File: src/common/mmuPkg.sv
package mmuPkg;

  localparam int PageBits = 12; // 4 KiB pages.
  localparam int VpnBits = 32 - PageBits;
  localparam int TlbIndexBits = 4; // 16 buffer entries.
  localparam int TagBits = VpnBits - TlbIndexBits;

  // Status seen by the client.
  typedef enum logic [1:0] {
    statReady = 2'd0,
    statBusy = 2'd1,
    statFault = 2'd2
  } memStatusT;

  // Word request, used by the client and again toward the RAM.
  typedef struct packed {
    logic [31:0] addr; // Byte address.
    logic [31:0] wdata;
    logic read;
    logic write;
  } ramReqT;

  // Page-table entry as stored in physical memory.
  typedef struct packed {
    logic valid; // Bit 31.
    logic [10:0] reserved;
    logic [VpnBits-1:0] ppn;
  } pteT;

  // One translation buffer slot.
  typedef struct packed {
    logic valid;
    logic [TagBits-1:0] tag;
    logic [VpnBits-1:0] ppn;
  } tlbEntryT;

endpackage

File: src/memoryController/transBuffer.sv
`timescale 1ns/1ns

module transBuffer import mmuPkg::*; #(
  parameter int TlbEntries = 16
) (
  input logic clk,
  input logic rst,
  input logic flush,
  input logic [VpnBits-1:0] lookupVpn,
  output logic hit,
  output logic [VpnBits-1:0] hitPpn,
  input logic refill,
  input logic [VpnBits-1:0] refillVpn,
  input logic [VpnBits-1:0] refillPpn
);

  localparam int IdxBits = $clog2(TlbEntries);

  tlbEntryT entries [TlbEntries];
  tlbEntryT lookupEntry;
  logic [IdxBits-1:0] lookupIdx;
  logic [IdxBits-1:0] refillIdx;

  initial assert (TlbEntries == (1 << TlbIndexBits));

  assign lookupIdx = lookupVpn[IdxBits-1:0];
  assign refillIdx = refillVpn[IdxBits-1:0];
  assign lookupEntry = entries[lookupIdx];

  // Tag is the part of the vpn above the index.
  assign hit = lookupEntry.valid && (lookupEntry.tag == lookupVpn[VpnBits-1:IdxBits]);
  assign hitPpn = lookupEntry.ppn;

  always_ff @(posedge clk)
  begin
    if (rst || flush)
    begin
      for (int i = 0; i < TlbEntries; i++)
      begin
        entries[i].valid <= 1'b0;
      end
    end
    else if (refill)
    begin
      entries[refillIdx].valid <= 1'b1;
      entries[refillIdx].tag <= refillVpn[VpnBits-1:IdxBits];
      entries[refillIdx].ppn <= refillPpn;
    end
  end

  // Flush is only taken while the controller is idle, refill only mid-walk.
  refillNotFlush: assert property (@(posedge clk) disable iff (rst) !(refill && flush));

endmodule

File: src/memoryController/memoryController.sv
`timescale 1ns/1ns

module memoryController import mmuPkg::*; #(
  parameter int RamAddrBits = 12,
  parameter int TlbEntries = 16
) (
  input logic clk,
  input logic rst,
  input ramReqT memReq,
  input logic addrVirtual,
  input logic execMode,
  input logic [31:0] kptBase,
  input logic [31:0] uptBase,
  input logic tlbFlush,
  output logic [31:0] memRdata,
  output memStatusT memStatus,
  output ramReqT ramReq,
  input logic ramAck,
  input logic [31:0] ramRdata
);

  localparam logic [31:0] AddrMask = (32'd1 << (RamAddrBits + 2)) - 32'd1;

  typedef enum logic [2:0] {
    sReady,
    sLookup,
    sWalkWait,
    sAccessWait,
    sFault
  } stateT;

  stateT state;
  ramReqT reqQ; // Latched client request.
  logic modeQ;
  logic [31:0] baseQ; // Page-table base for the latched mode.

  logic idle;
  logic accept;
  logic [VpnBits-1:0] vpn;
  logic [PageBits-1:0] offset;
  pteT pte;
  logic kHit;
  logic uHit;
  logic [VpnBits-1:0] kPpn;
  logic [VpnBits-1:0] uPpn;
  logic selHit;
  logic [VpnBits-1:0] selPpn;
  logic refill;
  logic flush;

  assign idle = (state == sReady) || (state == sFault);
  assign accept = idle && (memReq.read || memReq.write);
  assign vpn = reqQ.addr[31:PageBits];
  assign offset = reqQ.addr[PageBits-1:0];
  assign pte = pteT'(ramRdata);

  assign selHit = modeQ ? kHit : uHit;
  assign selPpn = modeQ ? kPpn : uPpn;
  assign refill = (state == sWalkWait) && ramAck && pte.valid;
  assign flush = tlbFlush && idle; // Dropped while busy.

  transBuffer #(
    .TlbEntries(TlbEntries)
  ) kernelTlb (
    .clk(clk),
    .rst(rst),
    .flush(flush),
    .lookupVpn(vpn),
    .hit(kHit),
    .hitPpn(kPpn),
    .refill(refill && modeQ),
    .refillVpn(vpn),
    .refillPpn(pte.ppn)
  );

  transBuffer #(
    .TlbEntries(TlbEntries)
  ) userTlb (
    .clk(clk),
    .rst(rst),
    .flush(flush),
    .lookupVpn(vpn),
    .hit(uHit),
    .hitPpn(uPpn),
    .refill(refill && !modeQ),
    .refillVpn(vpn),
    .refillPpn(pte.ppn)
  );

  always_comb
  begin
    case (state)
      sReady: memStatus = statReady;
      sFault: memStatus = statFault;
      default: memStatus = statBusy;
    endcase
  end

  always_ff @(posedge clk)
  begin
    ramReq.read <= 1'b0; // Strobes last one cycle.
    ramReq.write <= 1'b0;
    if (rst)
    begin
      state <= sReady;
    end
    else
    begin
      case (state)
        sReady, sFault:
        begin
          if (accept)
          begin
            reqQ <= memReq;
            modeQ <= execMode;
            baseQ <= execMode ? kptBase : uptBase;
            if (addrVirtual)
            begin
              state <= sLookup;
            end
            else
            begin
              ramReq.addr <= memReq.addr & AddrMask;
              ramReq.wdata <= memReq.wdata;
              ramReq.read <= memReq.read;
              ramReq.write <= memReq.write;
              state <= sAccessWait;
            end
          end
        end
        sLookup:
        begin
          if (selHit)
          begin
            ramReq.addr <= {selPpn, offset} & AddrMask;
            ramReq.wdata <= reqQ.wdata;
            ramReq.read <= reqQ.read;
            ramReq.write <= reqQ.write;
            state <= sAccessWait;
          end
          else
          begin
            ramReq.addr <= (baseQ + {10'd0, vpn, 2'b00}) & AddrMask; // Entry at base + 4 * vpn.
            ramReq.read <= 1'b1;
            state <= sWalkWait;
          end
        end
        sWalkWait:
        begin
          if (ramAck)
          begin
            if (pte.valid)
            begin
              ramReq.addr <= {pte.ppn, offset} & AddrMask;
              ramReq.wdata <= reqQ.wdata;
              ramReq.read <= reqQ.read;
              ramReq.write <= reqQ.write;
              state <= sAccessWait;
            end
            else
            begin
              state <= sFault;
            end
          end
        end
        sAccessWait:
        begin
          if (ramAck)
          begin
            if (reqQ.read)
            begin
              memRdata <= ramRdata;
            end
            state <= sReady;
          end
        end
        default: state <= sReady;
      endcase
    end
  end

  noReqWhileBusy: assert property (@(posedge clk) disable iff (rst)
    (memStatus == statBusy) |-> !(memReq.read || memReq.write));

  ackOnlyWaiting: assert property (@(posedge clk) disable iff (rst)
    ramAck |-> (state inside {sWalkWait, sAccessWait}));

  // Client never asks for both at once.
  readXorWrite: assert property (@(posedge clk) disable iff (rst)
    !(memReq.read && memReq.write));

endmodule

File: config.mk
export PLATFORM = sky130hd
export DESIGN_NAME = memoryController
export DESIGN_NICKNAME = d
export VERILOG_FILES = /design/src/common/mmuPkg.sv /design/src/memoryController/transBuffer.sv /design/src/memoryController/memoryController.sv
export SDC_FILE = /design/constraint.sdc
export NUM_CORES = 1
export LEC_CHECK = 0
export BUFFER_PORTS_ARGS = -buffer_cell sky130_fd_sc_hd__clkbuf_2
export CAP_MARGIN = 20
export CORE_ASPECT_RATIO = 1.2
export CORE_UTILIZATION = 50
export DETAILED_ROUTE_END_ITERATION = 16
export PLACE_DENSITY_LB_ADDON = 0.12
export SLEW_MARGIN = 20
export SYNTH_ARGS = -nofsm -noshare
export SYNTH_HDL_FRONTEND = slang
export SYNTH_HIERARCHICAL = 1
export SYNTH_SLANG_ARGS = --single-unit
File: constraint.sdc
create_clock -name clk -period 11.8 [get_ports clk]
set_input_delay 0.59 -clock clk [delete_from_list [all_inputs] [get_ports clk]]
set_output_delay 0.59 -clock clk [all_outputs]
set_load 0.05 [all_outputs]
==> impl_metrics.json <==
{
  "wl_per_cell_um": 25.8,
  "first_iter_violations": 1214,
  "grt_max_degree": 122,
  "p_leak_nw": 12.0,
  "dpl.hpwl_mm": 39.7,
  "peakVddDrop_mv": 0.125,
  "synthToLayoutAreaGrowth_pct": 14.9,
  "critPathMaxStageDelay_ns": 0.77,
  "hold_class": "primary input to flop",
  "critPathSlowestCell": "buf_12",
  "endpoint_kind": "flop",
  "yosys_warnings": 6,
  "grt_usage": 0.223,
  "critical_path_class": "flop to flop",
  "dr.pass1.iters": 5,
  "port_buffers": 213,
  "cts-resized-gates": 0,
  "syn_area_sq_um": 30500,
  "grt_setup_unrepaired": "false",
  "relSlewSlack": 0.311,
  "drt_drc_violations_left": 0,
  "grt_pass1_vias": 15600,
  "grt_overflow_total": 0,
  "clk_latency_ns": 0.62,
  "post-cts-setup-buffers": 0,
  "cts.htree.levels": 3,
  "cts_buffer_depth": 3,
  "crit_family": "buffers and inverters",
  "status": "finished, final reports clean",
  "vias": 15300,
  "fin_nets": 1950,
  "fin_cells": 2641,
  "layout-drive-gt1-share": 0.315,
  "slew_viol_final": 0,
  "syn_area_per_cell_sq_um": 20.1,
  "antenna_left": 0,
  "holdWs_ns": 0.147,
  "cp-start-kind": "flop",
  "worst_pin_slew_ns": 1.03,
  "fp-row-count": 98,
  "grt_pass1_wl_mm": 99.7,
  "numClockSinks": 772,
  "initial_core_util": 0.509,
  "power.total_w": 0.00618,
  "pin_count": 268,
  "postCtsHoldBufs": 0,
  "drt_wl_total_mm": 68.1,
  "dieArea_sq_um": 62000,
  "crit_path_max_fanout": 121,
  "drv_cap": 0,
  "fin_setup_tns_ns": 0,
  "cts.reportedPaths.clkPinSlew_ns": 0.06,
  "crit_chain": "buf_4 -> buf_12 -> mux4_2 -> mux4_2 -> xnor2_1 -> nand4_1 -> a2111oi_2 -> mux2i_1 -> and2_1 -> nor3_2 -> buf_4",
  "cts_buffers": 76,
  "cp.arrival_ns": 5.91,
  "synth_cells": 1518,
  "min_period_over_period": 0.480,
  "tritoncts": "built",
  "via_per_inst": 5.81,
  "root_buffer": "clkbuf_16",
  "dieWidth_um": 228,
  "gp_congestion": 0.794,
  "antenna_found_initial": 7,
  "die_h_um": 273,
  "p_per_area_nw_per_um2": 176,
  "crit_buf_inv": 3,
  "finalSetupViolations": 0,
  "post-place-cells": 2492,
  "final.setup_skew_ns": 0.0323,
  "period_minus_slack_ns": 5.66,
  "clock.fmax_mhz": 177,
  "hold_viol_final": 0,
  "critPathRequiredTime_ns": 12.05,
  "coreArea_sq_um": 60000
}
-- layout make-up --
| type | count | area, sq um |
|---|---|---|
| well taps | 800 | 1000 |
| diodes | 9 | 22.5 |
| clock inverters | 34 | 290 |
| repair buffers | 262 | 1470 |
| clock buffers | 106 | 2130 |
| fillers | 4455 | 24900 |
| multi-input cells | 642 | 7290 |
| inverters | 16 | 60.1 |
| flip-flops and latches | 772 | 22800 |
-- path summary, 6_finish.rpt --
| path | cells past startpoint | slack [ns] | to | from |
|---|---|---|---|---|
| max | 11 | 6.14 | ramReq[5]$_DFFE_PP_ | reqQ[46]$_DFFE_PP_ |
| min | 1 | 0.15 | reqQ[60]$_DFFE_PP_ | memReq[60] |
| max reg2reg | 11 | 6.14 | ramReq[5]$_DFFE_PP_ | reqQ[46]$_DFFE_PP_ |
| min reg2reg | 1 | 0.45 | userTlb/entries[6][36]$_SDFFE_PP1P_ | userTlb/entries[6][36]$_SDFFE_PP1P_ |
-- flip-flops by register name (all words and copies together) (netlist names) --
signal	cells
kernelTlb/entries	304
userTlb/entries	304
reqQ	54
ramReq	48
memRdata	32
baseQ	14
offset	12
state	3
modeQ	1
-- metrics by stage --
step                cell area [sq um]  setup WS (ns)  utilization
floorplan                       30600           4.74            -
global placement                32600           6.10        0.544
detailed placement              32600           6.04        0.544
CTS                             35000           6.03        0.585
global route                    35100           5.78        0.585
finish                          35100           6.14        0.585
-- power breakdown --
part	leakage (nW)	switching, W	internal (W)
combinational	3.92	0.000469	0.000239
sequential	6.96	0.0000233	0.00311
clock	1.17	0.000990	0.00135
-- cell usage in the layout (no fill, tap or decap), types with 9 or more instances in the layout --
cell type and n:
a21o_1 34, a21oi_1 11, a22o_1 34, a22oi_1 14, buf_4 45, clkbuf_1 22, clkbuf_16 79, clkbuf_2 213
clkinv_1 15, clkinv_2 9, conb_1 18, dfxtp_1 37, diode_2 9, edfxtp_1 735, ha_1 11, inv_1 12
mux2_2 20, mux2i_1 65, mux4_1 11, mux4_2 139, nand2_1 17, nand2b_1 10, nand4_1 11, nor2_1 28
nor2_4 17, nor3_2 11, o21ai_0 20, xnor2_1 33, xor2_1 13
-- per-layer routing --
metal | global-route usage | routed length [um]
met1 | 0.292 | 27500
met2 | 0.386 | 36600
met3 | 0.0303 | 2650
met4 | 0.0698 | 1290
met5 | 0 | 0
No activity file was read; power rests on OpenSTA's default activity.
